==> src/logic/instr_pkg.sv <==
// --------------------
// RV32I instruction formats seen by the predecoder
// Compressed encodings are not covered
// --------------------
package instr_pkg;

    localparam logic [6:0] OPC_BRANCH = 7'b110_0011; // BEQ, BNE, BLT, BGE, BLTU, BGEU
    localparam logic [6:0] OPC_JAL    = 7'b110_1111;

    typedef struct packed {
        logic       imm12;
        logic [5:0] imm10_5;
        logic [4:0] rs2;
        logic [4:0] rs1;
        logic [2:0] funct3;
        logic [3:0] imm4_1;
        logic       imm11;
        logic [6:0] opcode;
    } b_type_t;

    typedef struct packed {
        logic       imm20;
        logic [9:0] imm10_1;
        logic       imm11;
        logic [7:0] imm19_12;
        logic [4:0] rd;
        logic [6:0] opcode;   // Same bit position as in b_type_t
    } j_type_t;

    typedef union packed {
        logic [31:0] raw;
        b_type_t     b;
        j_type_t     j;
    } instr_u;

endpackage

==> src/logic/branch_predecoder.sv <==
// --------------------
// Static predictor, no history
// JAL always taken, conditional branch taken only when backward
// JALR is not predicted
// --------------------
module branch_predecoder (
    input  instr_pkg::instr_u instr_i,
    input  logic [31:0]       pc_i,             // Address of instr_i
    input  logic              valid_i,
    output logic              predict_taken_o,
    output logic [31:0]       predict_target_o
);

    logic        is_jal;
    logic        is_branch;
    logic [31:0] imm_j;
    logic [31:0] imm_b;

    // Opcode field sits in the same bits for both views
    assign is_jal    = (instr_i.j.opcode == instr_pkg::OPC_JAL);
    assign is_branch = (instr_i.b.opcode == instr_pkg::OPC_BRANCH);

    // J-type immediate, 21 bits sign extended
    assign imm_j = {{11{instr_i.j.imm20}},
                    instr_i.j.imm20,
                    instr_i.j.imm19_12,
                    instr_i.j.imm11,
                    instr_i.j.imm10_1,
                    1'b0};

    // B-type immediate, 13 bits sign extended
    assign imm_b = {{19{instr_i.b.imm12}},
                    instr_i.b.imm12,
                    instr_i.b.imm11,
                    instr_i.b.imm10_5,
                    instr_i.b.imm4_1,
                    1'b0};

    // Backward branch means negative offset, imm12 is the sign bit
    assign predict_taken_o = valid_i && (is_jal || (is_branch && instr_i.b.imm12));

    assign predict_target_o = pc_i + (is_jal ? imm_j : imm_b);

endmodule

==> config.mk <==
export PLATFORM = sky130hd
export DESIGN_NAME = branch_predecoder
export DESIGN_NICKNAME = d
export VERILOG_FILES = /design/src/logic/instr_pkg.sv /design/src/logic/branch_predecoder.sv
export SDC_FILE = /design/constraint.sdc
export NUM_CORES = 1
export LEC_CHECK = 0
export BUFFER_PORTS_ARGS = -buffer_cell sky130_fd_sc_hd__buf_2
export CAP_MARGIN = 25
export CORE_MARGIN = 3
export CORE_UTILIZATION = 28
export DETAILED_ROUTE_END_ITERATION = 16
export GPL_ROUTABILITY_DRIVEN = 0
export PLACE_DENSITY_LB_ADDON = 0.3
export REMOVE_ABC_BUFFERS = 1
export SLEW_MARGIN = 0
export SYNTH_ARGS = -nofsm -noshare
export SYNTH_HDL_FRONTEND = slang
export SYNTH_SLANG_ARGS = --single-unit
==> constraint.sdc <==
create_clock -name vclk -period 5.4
set_clock_uncertainty 0.05 [all_clocks]
set_input_delay 0.81 -clock vclk [all_inputs]
set_output_delay 0.81 -clock vclk [all_outputs]
set_load 0.01 [all_outputs]
Yosys cells after proc, flatten, opt, wreduce, memory -nomap -nowiden

Index checks and enable logic that the tools add are counted.

Flip-flop bits (word level): 0
Input port bits: 65
Output and inout port bits: 33
Word-level logic and storage cells: 7

Add/subtract/negate cells: 1
Equality and inequality tests: 2
Mux-type cells: 1
Reductions and logical operators: 3

Operators with widths:

| cell                                  | number |
|---|---|
| 32-bit adder                          | 1 |
| 20-bit two-way mux                    | 1 |
| 7-bit == test (second input constant) | 2 |
| 1-bit logical AND                     | 2 |
| 1-bit logical OR                      | 1 |

Longest topological paths before layout

Depth after elaboration: 4
Mapped depth: 16
Depth with buffers taken out: 14

Least setup slack after synthesis

Ideal clock, no wire load.

Path type: input to output
Start point: input port instr_i[5] in the netlist's numbering
End point: output port predict_target_o[19]
Data arrival time: 3.905 ns
Required time: 4.540 ns
Slack: 0.635 ns
Stages on the path: 16
Path buffers: 2
Cell sequence: nand3_1 > nor3b_1 > and3_1 > clkbuf_1 > clkbuf_1 > mux2_2 > ha_1 > inv_1 > fa_1 > nand2b_1 > a21oi_1 > nand2b_1 > a221o_2 > a2111oi_2 > nor3_1 > xor2_1

Longest elaborated chain between the ends: 3

Ends and longest elaborated chain:

| element            | line                    | RTL |
|---|---|---|
| start, declared    | branch_predecoder.sv:7  | `input instr_pkg::instr_u instr_i,` |
| 7-bit == test      | branch_predecoder.sv:20 | `assign is_jal = (instr_i.j.opcode == instr_pkg::OPC_JAL);` |
| 20-bit two-way mux | branch_predecoder.sv:42 | `assign predict_target_o = pc_i + (is_jal ? imm_j : imm_b);` |
| 32-bit adder       | branch_predecoder.sv:42 |  |
| end, declared      | branch_predecoder.sv:11 | `output logic [31:0] predict_target_o` |

Every way passes these cells.

Worst setup path in the final report

Ends and elaborated chain as after synthesis.

==> impl_metrics.tcl <==
set metrics [dict create \
    die_y_um 87.9 \
    postCtsSetupRepairBufs 0 \
    wl_met1_mm 2.51 \
    seq_area_um2 0 \
    final-setup-viol-count 0 \
    required_ns 4.54 \
    worst_hold_slack_ns 1.57 \
    avgSynthCellArea_um2 7.19 \
    io_buffers 96 \
    place_hpwl_mm 4.92 \
    grt_remaining_overflow 0 \
    fin_crit_sh_pct 92.5 \
    ant_nets 0 \
    core-area_mm2 0.00642 \
    synth_cell_types 47 \
    num_rows 29 \
    run_status "completed" \
    ir_worst_vdd_mv 0.0575 \
    drive_above_1_share_pct 32.3 \
    cts_resized 0 \
    syn_area_mm2 0.00188 \
    max_stage_delay_ns 0.45 \
    wl_met3_um 389 \
    initialDrtViolationCount 67 \
    clkbuf_count 0 \
    wl_per_cell_um 13.3 \
    grt_usage_pct 14.0 \
    ctsHoldBuffers 0 \
    met2_length_mm 2.71 \
    synth.area.top_cells "ha_1 (22%), a21oi_1 (8.8%), xnor2_1 (7.5%)" \
    worstMarginPinSlew_ns 0.521 \
    p_per_area_mw_per_mm2 136 \
    cp.depth 16 \
    fill_cells 717 \
    seq_cell_count 0 \
    path_max_fanout 9 \
    layout_setup_ws_ns 0.407 \
    slew_headroom_pct 65.2 \
    grt_pass1_wl_mm 9.20 \
    dr.pass1.iters 4 \
    die_w_um 87.9 \
    ys_warn_count 0 \
    antenna_found_initial 0 \
    cp_num_buf_inv 3 \
    fin_crit_ns 4.99 \
    grt_max_degree 15 \
    place_ws_ns 0.356 \
    post_dp_cell_area_mm2 0.00240 \
    min_path_type "in2out" \
    crit_start "instr_i[5]" \
    crit_slowest_cell "and3_1" \
    ys_seq_area_share_pct 0 \
    synth_top_area_share_pct 22.0 \
    cp-start-kind "primary input" \
    crit_family "simple AND/OR/NAND/NOR gates" \
    cp_cell_sequence "buf_2 > nand3_1 > nor3b_1 > and3_1 > mux2_2 > ha_1 > inv_1 > fa_1 > nand2b_1 > a21oi_1 > nand2b_1 > a221o_2 > a2111oi_2 > nor3_1 > xor2_1 > buf_2" \
    fin_nets 448 \
    setup_tns_ns 0 \
    p_leak_nw 1.24 \
    num_vias 2160 \
    drv_slew 0 \
    grt_setup_unrepaired "no" \
    max_freq_mhz 200 \
    io_pins 98 \
    layout_common_cells "buf_2 (96), a21oi_1 (33), ha_1 (33)" \
    die-area_mm2 0.00772 \
    critical_path_class "in2out" \
    netlist_instances 261 \
    drv_cap 0 \
    worstSetupEndpointType "output port" \
    critPathCapture "predict_target_o[19]" \
    hold_viol 0 \
    grt_pass1_vias 2055 \
    syn_to_final_growth_pct 28.1 \
    finalWirelength_mm 5.63 \
    crit_arrival_ns 4.13 \
    vias_per_cell 5.09 \
    num_antenna_cells 0 \
    start_util_pct 29.2 \
    drc 0 \
    routed.top_layer "met4" \
    yosysTopAreaCell "ha_1" \
    layout_commonest_cell "buf_2" \
    stdcell_area_mm2 0.00240 \
    multi_input_area_mm2 0.00180 \
]
final cells by class:
class                      instances  share of cell area, %
tap                               77                   4.01
timing repair buffer              97                   20.3
inverter                           5                  0.780
multi-input combinational        245                   74.9
how the worst min path moves through the flow:
stage / startpoint / end / slack, ns / cells after the start
6_report: pc_i[0] / predict_target_o[0] / 1.57 / 0
5_1_grt: pc_i[0] / predict_target_o[0] / 1.57 / 0
4_1_cts: pc_i[0] / predict_target_o[0] / 1.57 / 0
3_5_place_dp: pc_i[0] / predict_target_o[0] / 1.57 / 0
3_3_place_gp: pc_i[0] / predict_target_o[0] / 1.57 / 0
2_1_floorplan: pc_i[0] / predict_target_o[0] / 1.57 / 0
cell families after synthesis:
logic type	synth area share (%)
compound gates	37.7
xor+xnor	13.1
fa+ha+maj	23.1
buf+inv	4.00
mux	3.00
simple gates	19.1
synthesized netlist by cell type, types with 2 or more instances:
master,number
nand3_1,8
xnor2_1,16
and3_1,4
ha_1,33
a311oi_1,3
nand2b_1,4
clkbuf_1,6
nand2_1,23
nor2b_1,4
a211oi_1,3
o21ai_1,4
clkbuf_2,2
mux2_2,5
nor2_1,21
nor3_1,6
a211o_1,2
a21o_1,18
o211ai_1,6
nand4_1,2
a21oi_1,33
nor3b_1,2
o31ai_1,3
o21ai_0,12
xor2_1,12
a31oi_1,3
inv_1,5
layer usage:
layer / global-route usage, % / vias to the layer above
met5: 0 / -
met4: 0.837 / 0
met3: 1.41 / 4
met2: 25.2 / 67
met1: 18.7 / 936
li1: - / 1153
power breakdown:
part	switching, mW	internal (mW)	total [mW]
registers	0	0	0
logic	0.181	0.145	0.327
clock network	0	0	0
total	0.181	0.145	0.327
stage by stage:
step | total power, mW | std cells | utilization [%]
2_1_floorplan | 0.216 | 250 | -
3_3_place_gp | 0.329 | 424 | 37.4
3_5_place_dp | 0.329 | 424 | 37.4
4_1_cts | 0.331 | 424 | 37.4
5_1_grt | 0.366 | 424 | 37.4
6_report | 0.327 | 424 | 37.4
No activity file was read; power rests on OpenSTA's default activity.
