## src/include/fetch_cfg.svh

```systemverilog
// --------------------
// Build-time sizing of the fetch front end
// IMEM_AW must equal log2(IMEM_WORDS)
// FETCH_START_ADDR must be word aligned and inside the memory
// --------------------
`ifndef FETCH_CFG_SVH
`define FETCH_CFG_SVH

`define FETCH_START_ADDR 32'h0000_0000 // Pc value out of reset
`define IMEM_WORDS       256           // Instruction memory depth in words
`define IMEM_AW          8             // Word index width
`define FETCH_TAG_W      3             // Flush tag width, wraps silently

`endif

```

## src/logic/fetch_unit.sv

```systemverilog
// --------------------
// Pc, redirect priority and flush tag
// Targets are assumed word aligned, no misalign trap
// Prediction is dropped while a redirect is pending
// --------------------
`include "fetch_cfg.svh"

module fetch_unit (
    input  logic                    clk,
    input  logic                    reset,
    input  logic                    stall_i,          // Memory port owned by the loader
    input  logic                    hazard_i,
    input  logic                    jump_i,
    input  logic [31:0]             jump_target_i,
    input  logic                    predict_taken_i,
    input  logic [31:0]             predict_target_i,
    input  logic [31:0]             mtvec_i,
    input  logic [31:0]             mepc_i,
    input  logic                    exception_i,
    input  logic                    mret_i,
    input  logic                    irq_ack_i,
    output logic [31:0]             instruction_address_o,
    output logic [31:0]             pc_o,
    output logic [`FETCH_TAG_W-1:0] tag_o
);

    logic [31:0]             pc;
    logic [31:0]             pc_plus4;
    logic [`FETCH_TAG_W-1:0] current_tag;
    logic [`FETCH_TAG_W-1:0] next_tag;
    logic                    advance;
    logic                    redirect;
    logic                    take_pred;

    assign advance  = !hazard_i && !stall_i;                   // Fetch may move on
    assign redirect = mret_i || exception_i || irq_ack_i || jump_i;

    // A differing tag pair means pc_o is a stale fetch from before a redirect,
    // so its prediction must not steer the new stream
    assign take_pred = predict_taken_i && advance && !redirect
                       && (current_tag == next_tag);

    assign pc_plus4 = pc + 32'd4;

    always_ff @(posedge clk) begin
        if (reset) begin
            pc <= `FETCH_START_ADDR;
        end else if (mret_i) begin
            pc <= mepc_i;                                      // Return wins over all
        end else if (exception_i || irq_ack_i) begin
            pc <= mtvec_i;
        end else if (jump_i) begin
            pc <= jump_target_i;
        end else if (take_pred) begin
            pc <= predict_target_i + 32'd4;                    // Target itself is issued now
        end else if (advance) begin
            pc <= pc_plus4;
        end
    end

    // Address goes out this cycle, the word returns next cycle
    assign instruction_address_o = take_pred ? predict_target_i : pc;

    always_ff @(posedge clk) begin
        if (reset) begin
            pc_o <= `FETCH_START_ADDR;
        end else if (advance) begin
            pc_o <= instruction_address_o;                     // Lines up with imem rdata
        end
    end

    // Two-register tag calculator
    always_ff @(posedge clk) begin
        if (reset) begin
            next_tag    <= '0;
            current_tag <= '0;
        end else begin
            if (redirect) begin
                next_tag <= current_tag + 1'b1;                // New stream id
            end
            if (advance) begin
                current_tag <= next_tag;                       // First word of new stream
            end
        end
    end

    assign tag_o = current_tag;

endmodule

```

## config.mk

```make
export PLATFORM = sky130hd
export DESIGN_NAME = fetch_unit
export DESIGN_NICKNAME = d
export VERILOG_FILES = /design/src/logic/fetch_unit.sv
export VERILOG_INCLUDE_DIRS = /design/src /design/src/include
export SDC_FILE = /design/constraint.sdc
export NUM_CORES = 1
export LEC_CHECK = 0
export BUFFER_PORTS_ARGS = -buffer_cell sky130_fd_sc_hd__buf_2
export CAP_MARGIN = 30
export CELL_PAD_IN_SITES_DETAIL_PLACEMENT = 1
export CELL_PAD_IN_SITES_GLOBAL_PLACEMENT = 1
export CORE_MARGIN = 3
export CORE_UTILIZATION = 34
export CTS_CLUSTER_SIZE = 14
export DETAILED_ROUTE_END_ITERATION = 12
export PLACE_DENSITY_LB_ADDON = 0.15
export SYNTH_ARGS = -nofsm -noshare
export SYNTH_HDL_FRONTEND = slang
export SYNTH_SLANG_ARGS = --single-unit
```

## constraint.sdc

```tcl
create_clock -name clk -period 4.6 [get_ports clk]
set_input_delay 0.23 -clock clk [delete_from_list [all_inputs] [get_ports clk]]
set_output_delay 0.23 -clock clk [all_outputs]
set_load 0.02 [all_outputs]
```

# Yosys cells after proc, flatten, opt, wreduce, memory -nomap -nowiden
# Cells that the tools add are included.
[word_totals]
regBits = 70
output_inout_bits = 67
word_cells = 26
in_bits = 137
[classes]
eq_ne = 1
muxes = 6
n_addsub = 3
reduce_logical = 12
[ops]
columns = ["operator", "count"]
rows = [
  ["32-bit two-way mux", 6],
  ["32-bit by 3-bit adder with 32-bit output (second input constant)", 2],
  ["5-bit nonzero test", 1],
  ["1-bit logical AND", 4],
  ["1-bit logical OR", 4],
  ["3-bit by 1-bit adder with 3-bit output (second input constant)", 1],
  ["3-bit == test", 1],
  ["1-bit logical NOT", 3],
]

# Logic depth before layout (Yosys ltp)
[logic_depth]
depth_word = 10
depth_mapped = 16
ltp_nobuf = 13

# Worst setup path before layout
# OpenSTA, ideal clock, no wires.
[synth_path]
path_kind = "register to register"
startpoint = "reg current_tag[0], in the netlist tag_o[0]"
endpoint = "reg pc[30]"
path_buffers = 2
setup_ns = 0.091
synth_period_minus_slack_ns = 3.742
path_stages_with_launch = 16
t_required_ns = 4.509
arrival_time_ns = 3.651
setup_slack_ns = 0.858
path_cell_list = "dfxtp_1 -> xnor2_1 -> nand3_1 -> nor2_8 -> buf_2 -> clkbuf_1 -> nand2_1 -> nand2_1 -> ha_1 -> and3_1 -> nand4b_1 -> nor4_1 -> mux2i_1 -> nor4_2 -> xnor2_1 -> a311oi_1"
[synth_between]
elab_chain_len = 6
word_cells_on_any_way = 7
classes_between = "eq/ne: 1; mux: 4; reduce/logical: 2"
[synth_rtl]
columns = ["element", "line_no", "text"]
rows = [
  ["start, declared", "fetch_unit.sv:29", "logic [`FETCH_TAG_W-1:0] current_tag;"],
  ["start signal, assigned", "fetch_unit.sv:82", "current_tag <= next_tag;"],
  ["3-bit == test *", "fetch_unit.sv:41", "&& (current_tag == next_tag);"],
  ["1-bit logical AND *", "fetch_unit.sv:41", ""],
  ["32-bit two-way mux", "fetch_unit.sv:54", "end else if (take_pred) begin"],
  ["32-bit two-way mux", "fetch_unit.sv:52", "end else if (jump_i) begin"],
  ["32-bit two-way mux", "fetch_unit.sv:50", "end else if (exception_i || irq_ack_i) begin"],
  ["32-bit two-way mux", "fetch_unit.sv:48", "end else if (mret_i) begin"],
  ["end signal, assigned", "fetch_unit.sv:49", "pc <= mepc_i;"],
  ["end signal, assigned", "fetch_unit.sv:51", "pc <= mtvec_i;"],
  ["end signal, assigned", "fetch_unit.sv:53", "pc <= jump_target_i;"],
  ["end, declared", "fetch_unit.sv:27", "logic [31:0] pc;"],
]
# Mark *: on every way between the ends. The rest lies on a longest branch, timed or not.
# A chain may end at the register's enable or synchronous reset.

# Worst setup path after layout
[layout_path]
startpoint = "in jump_i"
endpoint = "reg pc[30]"
[layout_between]
elab_chain_len = 8
word_cells_on_any_way = 9
classes_between = "mux: 4; reduce/logical: 5"
[layout_rtl]
columns = ["element", "line_no", "text"]
rows = [
  ["start, declared", "fetch_unit.sv:13", "input logic jump_i,"],
  ["1-bit logical OR", "fetch_unit.sv:36", "assign redirect = mret_i || exception_i || irq_ack_i || jump_i;"],
  ["1-bit logical NOT", "fetch_unit.sv:40", "assign take_pred = predict_taken_i && advance && !redirect"],
  ["1-bit logical AND", "fetch_unit.sv:40", ""],
  ["1-bit logical AND", "fetch_unit.sv:41", ""],
  ["32-bit two-way mux", "fetch_unit.sv:54", ""],
  ["32-bit two-way mux", "fetch_unit.sv:52", ""],
  ["32-bit two-way mux", "fetch_unit.sv:50", ""],
  ["32-bit two-way mux", "fetch_unit.sv:48", ""],
]
# Several ways; a longest one is shown, not always the timed one.

==> metrics.md <==
| Metric | Value |
|---|---|
| Min Tclk post-route | `3700 ps` |
| Final worst slack | `896 ps` |
| Antenna diodes | `0` |
| DR WL met2 | `9.83 mm` |
| First-pass DRT Iterations | `5` |
| WL met1 | `10.3 mm` |
| Final instance area | `6380 µm²` |
| Multi-input gate area | `3280 µm²` |
| Slew headroom | `44.0%` |
| Io pins | `204` |
| Final period util | `80.5%` |
| Critical path's most frequent cell | `and3_1` |
| Die Ht | `127 µm` |
| R2R depth | `13` |
| Chip width | `127 µm` |
| Initial core utilization | `35.2%` |
| Crit. End Element | `register` |
| Largest family of logic cells by synthesized area | `simple AND/OR/NAND/NOR gates` |
| Placed cell areas | `6070 µm²` |
| Post-synth top area share | `28.3%` |
| Post CTS Setup Buffer Count | `0` |
| Worst vdd ir | `155 µV` |
| Total Wirelength | `21.8 mm` |
| Worst-path cell chain | `buf_2 -> nor4_4 -> and3_1 -> nand3_1 -> nand2_1 -> ha_1 -> and3_1 -> nand4b_1 -> nor4_1 -> mux2i_1 -> nor4_2 -> xnor2_1 -> a311oi_1` |
| Top cell type by total area after synthesis | `dfxtp_1` |
| Worst Tran Pin Value | `839 ps` |
| Critical path class | `input port to register` |
| Flops & latches, synth | `70` |
| Syn_area_per_cell | `7.07 µm²` |
| GRT Resource Usage Total | `26.7%` |
| Worst Hold Class | `input port to register` |
| First-pass GRT wire length | `34.1 mm` |
| Final setup fails | `0` |
| Final net count | `1011` |
| Register area | `1400 µm²` |
| Simple logic cell fraction of the synthesized area | `30.7%` |
| Net Count, Synth | `839` |
| Top Layer Used | `met4` |
| CTS tree | `done` |
| Outcome | `complete, no violations` |
| Yosys warns | `0` |
| Critical path fanouts, max | `40` |
| Post-synth EDFFs | `0` |
| Worst setup SP type | `input port` |
| Rows | `43` |
| Post-synthesis xor/xnor area fraction | `6.37%` |
| Die area | `16000 µm²` |
| Ys flop type | `dfxtp_1` |
| Final Skew | `10.4 ps` |
| Core area | `14000 µm²` |
| DR iter-0 viols | `356` |
| Syn Std Cell Area | `4950 µm²` |
| DR WL/cell | `20.7 µm` |
| Slowest library cell on the worst path | `nor4_4` |
| DRC | `0` |
| Netlist cell types | `55` |
| Clock Root Buffer | `clkbuf_16` |
| Number of antenna violations at the first check in global routing | `0` |
| Max Fclk | `270 MHz` |
| Layout cells sized above 1 | `28.0%` |
| Vias in the first global route | `6042` |
| Clock sinks | `70` |
| Fillers | `1850` |
| Post-placement cell count | `1041` |
| Area growth syn-to-layout | `28.9%` |
| Post-synthesis compound-gate area fraction | `22.4%` |
| HPWL Detailed | `16.8 mm` |
| Synthesized instance count | `700` |
| Post-DRT Antenna Nets | `0` |
| FFs w/ async S/R, synth | `0%` |
| RSZ-0062 raised after global routing | `false` |
| Longest Clk Path Bufs | `2` |
| H-tree depth | `3` |
| WP data required | `4850 ps` |
| PD cells | `291 nW/µm²` |
| Largest net degree at the start of global routing | `69` |
| Vias | `5947` |
| Final Max Tran Viols | `0` |
| Met3 WL | `1.51 mm` |
| Port bufs | `203` |
| Pre-CTS setup slack | `604 ps` |
| Max-cap viol count | `0` |
| Routability congestion estimate | `0.936` |
| Register area share after synthesis | `28.3%` |
| Vias per std cell | `5.63` |
| Clk slew on worst S/H paths | `60 ps` |
| Crit path DAT | `3950 ps` |
| Slowest stage delay, CP | `620 ps` |
| Worst Setup EP | `pc[30]` |
| Leakage | `2.78 nW` |
| Synth area leaders | `dfxtp_1 28%, nand2_1 9.3%, mux2i_1 5.7%` |
| Skew-Pair Late Insertion Delay | `340 ps` |
| Post-route insts no fill | `1056` |
| Mux share of post-synthesis cell area | `6.12%` |
| Crit path from | `jump_i` |
| Cts bufs inserted | `9` |
| R2r setup slk | `980 ps` |
| Post-route setup TNS | `0 ps` |
| Endpoints failing hold | `0` |
| Adder-Cell Fraction of Synth Area | `0.506%` |
| Post-CTS sizing | `0` |
| R2r endpoint | `pc[30]` |
| R2R Path Start | `tag_o[2]` |
| Grt ovf | `0` |
| CTS Hold Bufs | `0` |
## sequential cells by signal, summed over array words and instances, names as in the netlist
register / flops
pc_o: 32
tag_o: 3
next_tag: 3
pc: 32
## worst min path at each step
stage	start	end	slack [ps]	cells past startpoint
CTS	mepc_i[0]	pc[0]	120	3
global route	mepc_i[0]	pc[0]	130	3
global placement	pc_o[0]	pc_o[0]	440	2
finish	mepc_i[0]	pc[0]	130	3
detailed placement	pc_o[9]	pc_o[9]	450	2
floorplan	mepc_i[0]	pc[0]	370	2
## layout make-up
class	count	share of cell area [%]
sequential	70	22.0
multi-input combinational	559	51.4
inverter	19	1.12
tap	180	3.53
clock inverter	3	0.667
clock buffer	12	4.18
timing repair buffer	213	17.1
## placed cells by master (no fill, tap or decap), types with 4 or more instances in the layout
master	synthesis	final
buf_2	3	203
nand2_1	123	123
dfxtp_1	70	70
nor2_1	70	68
a21oi_1	53	53
o21ai_0	38	38
nand3_1	35	35
a211oi_1	32	32
xnor2_1	30	30
mux2i_1	28	28
nor3_1	23	23
inv_1	18	18
and3_1	14	14
a31oi_1	13	13
buf_4	0	10
nand4_1	9	9
clkbuf_16	0	9
o221ai_1	8	8
a311oi_1	8	8
nand3b_1	7	7
or3_1	6	6
xor2_1	6	6
o22ai_1	6	6
and4_1	4	4
nand2b_1	4	4
nor3b_1	4	4
## worst max-delay path: cells and delay by family
family | cells | cell delay (ps)
and+or+nand+nor | 8 | 2440
buffers and inverters | 1 | 350
adders and majority gates | 1 | 330
AOI/OAI and AO/OA | 1 | 260
muxes | 1 | 220
xor gates and xnor gates | 1 | 110
## cells by family (layout without fill, tap and decap cells)
group | Yosys count | after routing
AND/OR/NAND/NOR | 317 | 317
flip-flops | 70 | 70
buffers and inverters | 71 | 247
adder cells (fa/ha/maj) | 2 | 2
multiplexers | 30 | 30
XOR/XNOR | 36 | 36
AO/OA/AOI/OAI | 174 | 174
## layer usage
metal | GRT usage (%) | up-vias
li1 | - | 2841
met1 | 38.3 | 2860
met2 | 42.5 | 233
met3 | 4.42 | 13
met4 | 5.17 | 0
met5 | 0 | -
## cell usage after synthesis (8+ instances only)
library cell  number
a31oi_1           13
inv_1             18
clkbuf_1          43
mux2i_1           28
and3_1            14
a211oi_1          32
o21ai_0           38
nand4_1            9
o221ai_1           8
a311oi_1           8
nor2_1            70
nand3_1           35
nor3_1            23
dfxtp_1           70
nand2_1          123
a21oi_1           53
xnor2_1           30
## stage by stage
stage	util, %	hold slack, ps	total power (W)
3_5_place_dp	43.2	450	0.00113
6_report	45.4	126	0.00185
5_1_grt	45.4	128	0.00194
2_1_floorplan	-	374	0.000931
4_1_cts	45.4	119	0.00186
3_3_place_gp	43.2	441	0.00112
## report_power, final
group / internal [W] / total, W / switching (W) / leakage [nW]
Sequential: 0.000647 / 0.000691 / 0.0000445 / 0.578
Clock: 0.000461 / 0.000735 / 0.000274 / 0.151
Combinational: 0.000156 / 0.000428 / 0.000273 / 2.05
Note: power is estimated with default switching activity, not from simulation.
