`src/include/fetch_cfg.svh`:
```
// --------------------
// Build-time sizing of the fetch front end
// IMEM_AW must equal log2(IMEM_WORDS)
// FETCH_START_ADDR must be word aligned and inside the memory
// --------------------
`ifndef FETCH_CFG_SVH
`define FETCH_CFG_SVH

`define FETCH_START_ADDR 32'h0000_0000 // Pc value out of reset
`define IMEM_WORDS       256           // Instruction memory depth in words
`define IMEM_AW          8             // Word index width
`define FETCH_TAG_W      3             // Flush tag width, wraps silently

`endif

```
`src/logic/mem_pkg.sv`:
```
// --------------------
// Shared instruction memory port
// Only two owners exist, fetch and the APB loader
// --------------------
`include "fetch_cfg.svh"

package mem_pkg;

    typedef logic [`IMEM_AW-1:0] word_idx_t; // Byte address bits IMEM_AW+1:2

    // Who drives the memory port in the current cycle
    typedef enum logic {
        OWNER_FETCH  = 1'b0,
        OWNER_LOADER = 1'b1
    } owner_e;

endpackage

```
`src/logic/apb_loader.sv`:
```
// --------------------
// APB slave into instruction memory
// No pslverr, upper address bits are ignored
// Master must hold psel and the address until pready
// --------------------
`include "fetch_cfg.svh"

module apb_loader (
    input  logic               clk,
    input  logic               reset,
    input  logic               psel_i,
    input  logic               penable_i,
    input  logic               pwrite_i,
    input  logic [31:0]        paddr_i,      // Byte address
    input  logic [31:0]        pwdata_i,
    input  logic               ld_gnt_i,
    input  logic [31:0]        mem_rdata_i,
    output logic [31:0]        prdata_o,
    output logic               pready_o,
    output logic               ld_req_o,
    output logic               ld_we_o,
    output mem_pkg::word_idx_t ld_idx_o,
    output logic [31:0]        ld_wdata_o
);

    typedef enum logic [1:0] {
        ST_IDLE,
        ST_REQ,        // Waiting for the port
        ST_RESP        // Memory done, finish the APB access
    } state_e;

    state_e state_q;
    state_e state_d;
    logic   setup;

    assign setup = psel_i && !penable_i;

    always_comb begin
        state_d = state_q;
        case (state_q)
            ST_IDLE: if (setup) state_d = ld_gnt_i ? ST_RESP : ST_REQ;
            ST_REQ:  if (ld_gnt_i) state_d = ST_RESP;
            ST_RESP: state_d = ST_IDLE;
            default: state_d = ST_IDLE;
        endcase
    end

    always_ff @(posedge clk) begin
        if (reset) begin
            state_q <= ST_IDLE;
        end else begin
            state_q <= state_d;
        end
    end

    // Request starts in the setup cycle and is held until granted
    assign ld_req_o   = (state_q == ST_IDLE && setup) || (state_q == ST_REQ);
    assign ld_we_o    = pwrite_i;
    assign ld_idx_o   = paddr_i[`IMEM_AW+1:2];
    assign ld_wdata_o = pwdata_i;

    // Read word lands one cycle after the grant, same cycle as pready
    assign pready_o = (state_q == ST_RESP);
    assign prdata_o = (pready_o && !pwrite_i) ? mem_rdata_i : '0;

endmodule

```
`config.mk`:
```
export PLATFORM = sky130hd
export DESIGN_NAME = apb_loader
export DESIGN_NICKNAME = d
export VERILOG_FILES = /design/src/logic/mem_pkg.sv /design/src/logic/apb_loader.sv
export VERILOG_INCLUDE_DIRS = /design/src /design/src/include
export SDC_FILE = /design/constraint.sdc
export NUM_CORES = 1
export LEC_CHECK = 0
export ABC_AREA = 1
export BUFFER_PORTS_ARGS = -buffer_cell sky130_fd_sc_hd__buf_2
export CORE_AREA = 2 2 68 70
export DETAILED_ROUTE_END_ITERATION = 7
export DIE_AREA = 0 0 70 72
export PLACE_DENSITY = 0.75
export REMOVE_ABC_BUFFERS = 1
export SETUP_SLACK_MARGIN = 0.15
export SKIP_LAST_GASP = 1
export SYNTH_ARGS = -nofsm -noshare
export SYNTH_HDL_FRONTEND = slang
export SYNTH_SLANG_ARGS = --single-unit
```
`constraint.sdc`:
```
create_clock -name clk -period 0.8 [get_ports clk]
set_input_delay 0 -clock clk [delete_from_list [all_inputs] [get_ports clk]]
set_output_delay 0 -clock clk [all_outputs]
set_load 0.05 [all_outputs]
```
# ---- Word-level counts from Yosys, hierarchy flattened
# Index checks and enable logic that the tools add are counted.
dict set report word_totals {
  register_bits 2
  latchBits 0
  ram_bits 0
  romBits 0
  inputBits 102
  out_inout_bits 75
  wordCells 18
  n_memories 0
}
dict set report op_classes {
  n_addsub 0
  mul 0
  n_div 0
  n_lt_le_gt_ge 0
  n_eq_ne 4
  shifts 0
  n_mux 5
  bitwise_logic 0
  reduce_logical 8
}
# cell n
set op_table {}
lappend op_table {{32-bit 2-to-1 mux} 1}
lappend op_table {{2-bit 2-to-1 mux} 3}
lappend op_table {{2-bit != test (second input constant)} 2}
lappend op_table {{2-bit one-hot mux with 2 select lines} 1}
lappend op_table {{1-bit logical AND} 3}
lappend op_table {{2-bit by 1-bit == test with 1-bit output (second input constant)} 1}
lappend op_table {{2-bit == test (second input constant)} 1}
lappend op_table {{1-bit zero test} 2}
lappend op_table {{2-bit zero test} 1}
lappend op_table {{2-bit AND reduction} 1}
lappend op_table {{1-bit logical OR} 1}

# ---- Depth between registers and ports, before layout
# Gate-level depths: netlist of run 1.
dict set report logic_depth {
  depth_word 4
  depth_mapped 5
  mapped_depth_nobuf 5
}

# ---- Worst setup path after synthesis of run 1
# No wires, ideal clock.
dict set report synth_timing {
  path_kind {register to output}
  start {register state_q[1]}
  end {output port prdata_o[11]}
  arrival_ns 1.565
  t_required_ns 0.800
  slack_ns -0.765
  stages_incl_launch_ff 6
  cell_sequence {dfxtp_1 -> inv_1 -> nor2_4 -> nand2_4 -> buf_6 -> nor2_1}
}
dict set report synth_via {
  elab_chain_len 3
}
# element line_no
set synth_lines {}
lappend synth_lines {{start, declared} apb_loader.sv:32} ;# state_e state_q;
lappend synth_lines {{start signal, assigned} apb_loader.sv:52} ;# state_q <= state_d;
lappend synth_lines {{2-bit == test} apb_loader.sv:63} ;# assign pready_o = (state_q == ST_RESP);
lappend synth_lines {{named net pready_o} apb_loader.sv:19} ;# output logic pready_o,
lappend synth_lines {{1-bit logical AND} apb_loader.sv:64} ;# assign prdata_o = (pready_o && !pwrite_i) ? mem_rdata_i : '0;
lappend synth_lines {{32-bit 2-to-1 mux} apb_loader.sv:64}
lappend synth_lines {{end, declared} apb_loader.sv:18} ;# output logic [31:0] prdata_o,
# The timed path passes the listed nets, and every way through them passes these cells.

# ---- Worst setup path in the final report of run 1
dict set report layout_timing {
  start {register state_q[1]}
  end {output port pready_o}
}
dict set report layout_via {
  elab_chain_len 1
}
# element line_no
set layout_lines {}
lappend layout_lines {{2-bit == test} apb_loader.sv:63}
lappend layout_lines {{end, declared} apb_loader.sv:19}
# Every way passes these cells.

==> run summary, run 1 <==
slack of the critical path: -0.507 ns
Final Setup Violations: 36
leakage: 0.731 nW
Hold Crit Class: primary input to output port
Syn Inst Count: 125
# port buffers: 72
Post-DP HPWL: 4830 um
hold path depth: 0
Nets: 269
#FFs+latches synth: 2
DR vias/cell: 3.92
max-capacitance violation count: 0
worst reg2reg startpoint: state_q[0]$_SDFFE_PP0P_
TritonCTS clock tree: yes
post-placement cell area: 812 um^2
Slew Limit Fails: 0
Critical path origin: state_q[1]$_SDFFE_PP0P_
area delta synth->final: 64.2%
crit end category: output port
Setup Crit Path Kind: flip-flop to output port
Place WS: -0.371 ns
initial antenna violation count: 0
Min Clock Period, post-route: 1.31 ns
Num CTS Buffers: 3
initial drt markers: 22
core area: 4260 um^2
startpoint class of the critical path: flip-flop
f_max: 765 MHz
vias post-DR: 850
hold slack: 0.000559 ns
first-pass GRT wire length: 6840 um
Avg Cell Area, Syn: 5.77 um^2
failing checks: setup timing
clk root buf: clkbuf_8
R2R Path End: state_q[1]$_SDFFE_PP0P_
Cell variety after synth: 10
Cell Area, Synth: 721 um^2
Initial Utilization: 0.169
share of cells above drive strength 1: 0.648
biggest regs: state_q x2
Design Power: 0.000898 W
Hold Crit Start: pwdata_i[1]
clk sinks: 2
Clk Latency, worst-skew pair: 0.21 ns
CP max FO: 2
worst clock skew: 0.000403 ns
data arrival time of the worst path: 1.31 ns
final wirelength: 5720 um
First-pass DRT Iterations: 4
grt ovf: 0
clk buf depth: 2
# rows: 24
pin count of the biggest net entering global routing: 33
DRC: 0
Yosys warning count: 0
final instance area: 1180 um^2
I/O pin count: 177
Die Span Y: 72 um
Final Hold Fails: 0
WP data required: 0.80 ns
status: finished, violations left
Pwr per Cell Area: 758 nW/um^2
Total GRT Usage: 0.206
Die X: 70 um
worst hold endpoint: ld_wdata_o[1]
Worst Tran Pin Value: 0.359 ns
unrepaired setup endpoints after global routing: yes
period utilization: 1.63
CTS Hold Bufs: 0
max reg flops: 2
Seq/Total Area, Yosys: 0.0556
Top reg by flops: state_q
r2r setup slk: -0.09 ns
vias in the first global route: 792
DR WL/cell: 26.4 um
Slew Limit Headroom: 0.760
clk slew on worst S/H paths: 0.03 ns
ant diodes: 0
reg2reg path depth: 6
Final GP Congestion: 0.799
peak supply drop: 0.832 mV
CTS H-tree depth: 1
DIE AREA: 5040 um^2
ANT nets after route: 0
[synth_stat cells]
library cell	count	area share
nor2_1	24	0.13
nor2_2	10	0.087
buf_6	3	0.047
dfxtp_1	2	0.056
inv_1	38	0.20
nand2_4	1	0.016
or2_2	1	0.0087
buf_4	41	0.43
nor2_4	1	0.016
nand2_1	4	0.021
[worst max path at each step]
stage / endpoint / cells after the start
after floorplan: prdata_o[0] / 4
after global placement: prdata_o[16] / 5
after detailed placement: prdata_o[28] / 5
after CTS: prdata_o[21] / 5
after global routing: prdata_o[19] / 6
final: pready_o / 8
[timing repair]
item / 4_1_cts / 5_1_grt
resized for setup: 49 / 36
setup buffers: 5 / 2
pin swaps: 1 / 3
gates cloned: 0 / 1
setup endpoints to repair: 36 / 36
[stage by stage]
| stage | util | setup TNS, ns | std cells |
|---|---|---|---|
| 2_1_floorplan | - | -24.41 | 81 |
| 3_3_place_gp | 0.190 | -9.66 | 206 |
| 3_5_place_dp | 0.190 | -10.48 | 206 |
| 4_1_cts | 0.240 | -14.88 | 214 |
| 5_1_grt | 0.278 | -17.64 | 217 |
| 6_report | 0.278 | -15.25 | 217 |
[cell type report]
type,instances,area [um^2]
fillers,485,3080
repair buffers,80,644
multi-input cells,42,248
inverters,38,143
well taps,52,65.1
flip-flops and latches,2,42.5
clock buffers,3,41.3
[routing by layer]
| metal | part of all wire | track usage | vias up | wire length (um) |
|---|---|---|---|---|
| met5 | 0 | 0 | - | 0 |
| met4 | 0.0035 | 0.0256 | 0 | 20 |
| met3 | 0.37 | 0.379 | 4 | 2110 |
| met2 | 0.48 | 0.349 | 151 | 2740 |
| met1 | 0.15 | 0.0770 | 319 | 847 |
| li1 | - | - | 376 | - |
[worst max-delay path, cell delays in order (launching register included)]
cell,delay [ns]
dfxtp_2,0.31
inv_2,0.07
nor2_4,0.04
buf_6,0.12
buf_6,0.11
buf_6,0.10
buf_6,0.10
buf_6,0.10
buf_8,0.14
[cell families after synthesis]
group | count (synthesis) | share of synthesized area
buffers and inverters | 82 | 0.672
DFF | 2 | 0.0556
and+or+nand+nor | 41 | 0.273
[report_power, final]
part / leakage [nW] / total [W] / internal [W] / switching [W]
Combinational: 0.692 / 0.000392 / 0.000168 / 0.000224
Sequential: 0.0172 / 0.000108 / 0.000105 / 0.00000269
Clock: 0.0216 / 0.000398 / 0.000318 / 0.0000797
Total: 0.731 / 0.000898 / 0.000591 / 0.000306
[cell usage in the layout (no fill, tap or decap)]
cell type	synthesis	routed
nand2_1	4	4
buf_4	41	8
nand2_8	0	2
inv_2	0	3
inv_1	38	35
nor2_1	24	19
buf_8	0	3
nor2_4	1	3
dfxtp_2	0	2
clkbuf_8	0	3
or2_2	1	1
buf_2	0	38
nor2_2	10	13
buf_6	3	31
Note: power is estimated with default switching activity, not from simulation.
==> run 2, diff against run 1 <==
REMOVE_ABC_BUFFERS = not set   (was 1)
==> run 2 against run 1 <==
The run still ends with setup timing left. Largest power group is now combinational cells. Combinational power is 15% higher. First-iteration DRC count down 77%. Total power rose by 5.9%. Design area rose by 21%. Routed wire length decreased by 63%. Maximum frequency is 8.6% higher. Global-route usage shrank 12 points. Sequential share of layout area shrank 0.63 points. Critical endpoint is now prdata_o[31]. Register-to-register slack barely moved.
==> run summary, run 2 (synthesis results as in run 1) <==
hold slack: 0.0000220 ns (was 0.000559 ns)
initial antenna violation count: 0 (unchanged)
Clk Latency, worst-skew pair: 0.21 ns (about the same)
Initial Utilization: 0.169 (unchanged)
NetSw: 0.000341 W (was 0.000306 W)
initial drt markers: 5 (was 22)
DR WL/cell: 9.64 um (was 26.4 um)
DRC: 0 (unchanged)
worst reg2reg startpoint: state_q[1]$_SDFFE_PP0P_ (was state_q[0]$_SDFFE_PP0P_)
filler instances: 444 (was 485)
max reg flops: 2 (unchanged)
Final Hold Fails: 0 (unchanged)
vias post-DR: 744 (was 850)
WP data required: 0.80 ns (about the same)
Layout Utilization: 0.336 (was 0.278)
pin count of the biggest net entering global routing: 16 (was 33)
max-capacitance violation count: 0 (unchanged)
Int Power: 0.000610 W (was 0.000591 W)
peak supply drop: 0.449 mV (was 0.832 mV)
TNS Setup: -12.84 ns (was -15.25 ns)
Worst Tran Pin Value: 0.265 ns (was 0.359 ns)
clk sinks: 2 (unchanged)
Hold Crit Class: primary input to output port (unchanged)
Critical path origin: state_q[0]$_SDFFE_PP0P_ (was state_q[1]$_SDFFE_PP0P_)
M1 wire length: 584 um (was 847 um)
CTS H-tree depth: 1 (unchanged)
switching share of power: 0.359 (was 0.341)
Slew Limit Headroom: 0.825 (was 0.760)
Nets: 269 (unchanged)
Pwr per Cell Area: 663 nW/um^2 (was 758 nW/um^2)
Met2 Routed Length: 1200 um (was 2740 um)
Final GP Congestion: 0.644 (was 0.799)
combinational share of power: 0.475 (was 0.437)
TritonCTS clock tree: yes (unchanged)
unrepaired setup endpoints after global routing: yes (unchanged)
clk root buf: clkbuf_8 (unchanged)
core area: 4260 um^2 (unchanged)
Clk pwr share: 0.412 (was 0.443)
final wirelength: 2090 um (was 5720 um)
Die Span Y: 72 um (unchanged)
ant diodes: 0 (unchanged)
First-pass DRT Iterations: 2 (was 4)
Die X: 70 um (unchanged)
DR top layer: met4 (unchanged)
# port buffers: 72 (unchanged)
commonest non-fill, non-tap cell in the layout: buf_2 (unchanged)
I/O pin count: 177 (unchanged)
share of cells above drive strength 1: 0.770 (was 0.648)
area delta synth->final: 99.0% (was 64.2%)
CTS Hold Bufs: 0 (unchanged)
status: finished, violations left (unchanged)
slack of the critical path: -0.404 ns (was -0.507 ns)
Top reg by flops: state_q (unchanged)
Slew Limit Fails: 0 (unchanged)
leakage: 0.764 nW (was 0.731 nW)
Num CTS Buffers: 3 (unchanged)
Post-DP HPWL: 1510 um (was 4830 um)
f_max: 831 MHz (was 765 MHz)
vias in the first global route: 793 (was 792)
Design Power: 0.000951 W (was 0.000898 W)
Post-Syn Nets: 227
grt ovf: 0 (unchanged)
ANT nets after route: 0 (unchanged)
Hold Crit Start: pwdata_i[12] (was pwdata_i[1])
Total GRT Usage: 0.0817 (was 0.206)
clk buf depth: 2 (unchanged)
Setup Crit Path Kind: flip-flop to output port (unchanged)
most frequent cells in the layout: buf_2 (38), inv_1 (36), nor2_4 (32) (was buf_2 (38), inv_1 (35), buf_6 (31))
clk slew on worst S/H paths: 0.03 ns (about the same)
startpoint class of the critical path: flip-flop (unchanged)
Place WS: -0.281 ns (was -0.371 ns)
Flop pwr share: 0.113 (was 0.120)
DR vias/cell: 3.43 (was 3.92)
worst clock skew: 0.00241 ns (was 0.000403 ns)
first-pass GRT wire length: 3370 um (was 6840 um)
r2r setup slk: -0.08 ns (was -0.09 ns)
CP max FO: 8 (was 2)
Final Setup Violations: 36 (unchanged)
crit end category: output port (unchanged)
biggest regs: state_q x2 (unchanged)
DIE AREA: 5040 um^2 (unchanged)
data arrival time of the worst path: 1.20 ns (was 1.31 ns)
Min Clock Period, post-route: 1.20 ns (was 1.31 ns)
# rows: 24 (unchanged)
period utilization: 1.50 (was 1.63)
failing checks: setup timing (unchanged)
metal3 WL: 232 um (was 2110 um)
[run 2: cell count changes in the layout (fill, tap and decap cells not counted), moves of 3 or more]
cell	change
buf_8	+3
nor2_1	-19
nor2_2	-10
buf_4	-5
nor2_4	+29
[run 2: timing repair]
item / 4_1_cts / 5_1_grt
cloned: 0 / 1
buffers inserted: 0 / 2
pin swaps: 1 / 1
gates resized for setup: 75 / 12
setup endpoints to repair: 36 / 36
[run 2: through the flow]
stage | area, um^2 | std cells
after global routing | 1430 | 217
after CTS | 1360 | 214
after detailed placement | 1080 | 211
after floorplan | 930 | 125
after global placement | 1080 | 211
final | 1430 | 217
[run 2: critical path, cell delays in order (launching register included)]
cell,delay (ns)
dfxtp_2,0.32
nor2_4,0.13
nand2_4,0.11
buf_12,0.17
nor2_2,0.10
buf_6,0.17
[run 2: path summary, 6_finish.rpt]
check / end / depth (start not counted)
hold / removal: ld_wdata_o[12] / 0
setup reg to reg: state_q[1]$_SDFFE_PP0P_ / 6
hold reg to reg: state_q[0]$_SDFFE_PP0P_ / 5
setup / recovery: prdata_o[31] / 5
[run 2: layer usage]
metal	vias to the layer above	GRT usage
met3	16	0.0403
met1	303	0.0712
met4	0	0.0491
li1	373	-
met5	-	0
met2	52	0.151
[run 2: layout make-up]
| class | instances | area [um^2] | area share |
|---|---|---|---|
| multi-input cells | 41 | 422 | 0.294 |
| flip-flops and latches | 2 | 42.5 | 0.0297 |
| well taps | 52 | 65.1 | 0.0454 |
| clock buffers | 3 | 41.3 | 0.0288 |
| repair buffers | 81 | 717 | 0.500 |
| inverters | 38 | 146 | 0.102 |
[run 2: power groups by stage]
stage / logic (W) / registers, W / clock network, W
floorplan: 0.000788 / 0.000107 / 0
detailed placement: 0.000380 / 0.000108 / 0
finish: 0.000451 / 0.000107 / 0.000392
global placement: 0.000376 / 0.000107 / 0
CTS: 0.000428 / 0.000107 / 0.000411
global route: 0.000483 / 0.000108 / 0.000423
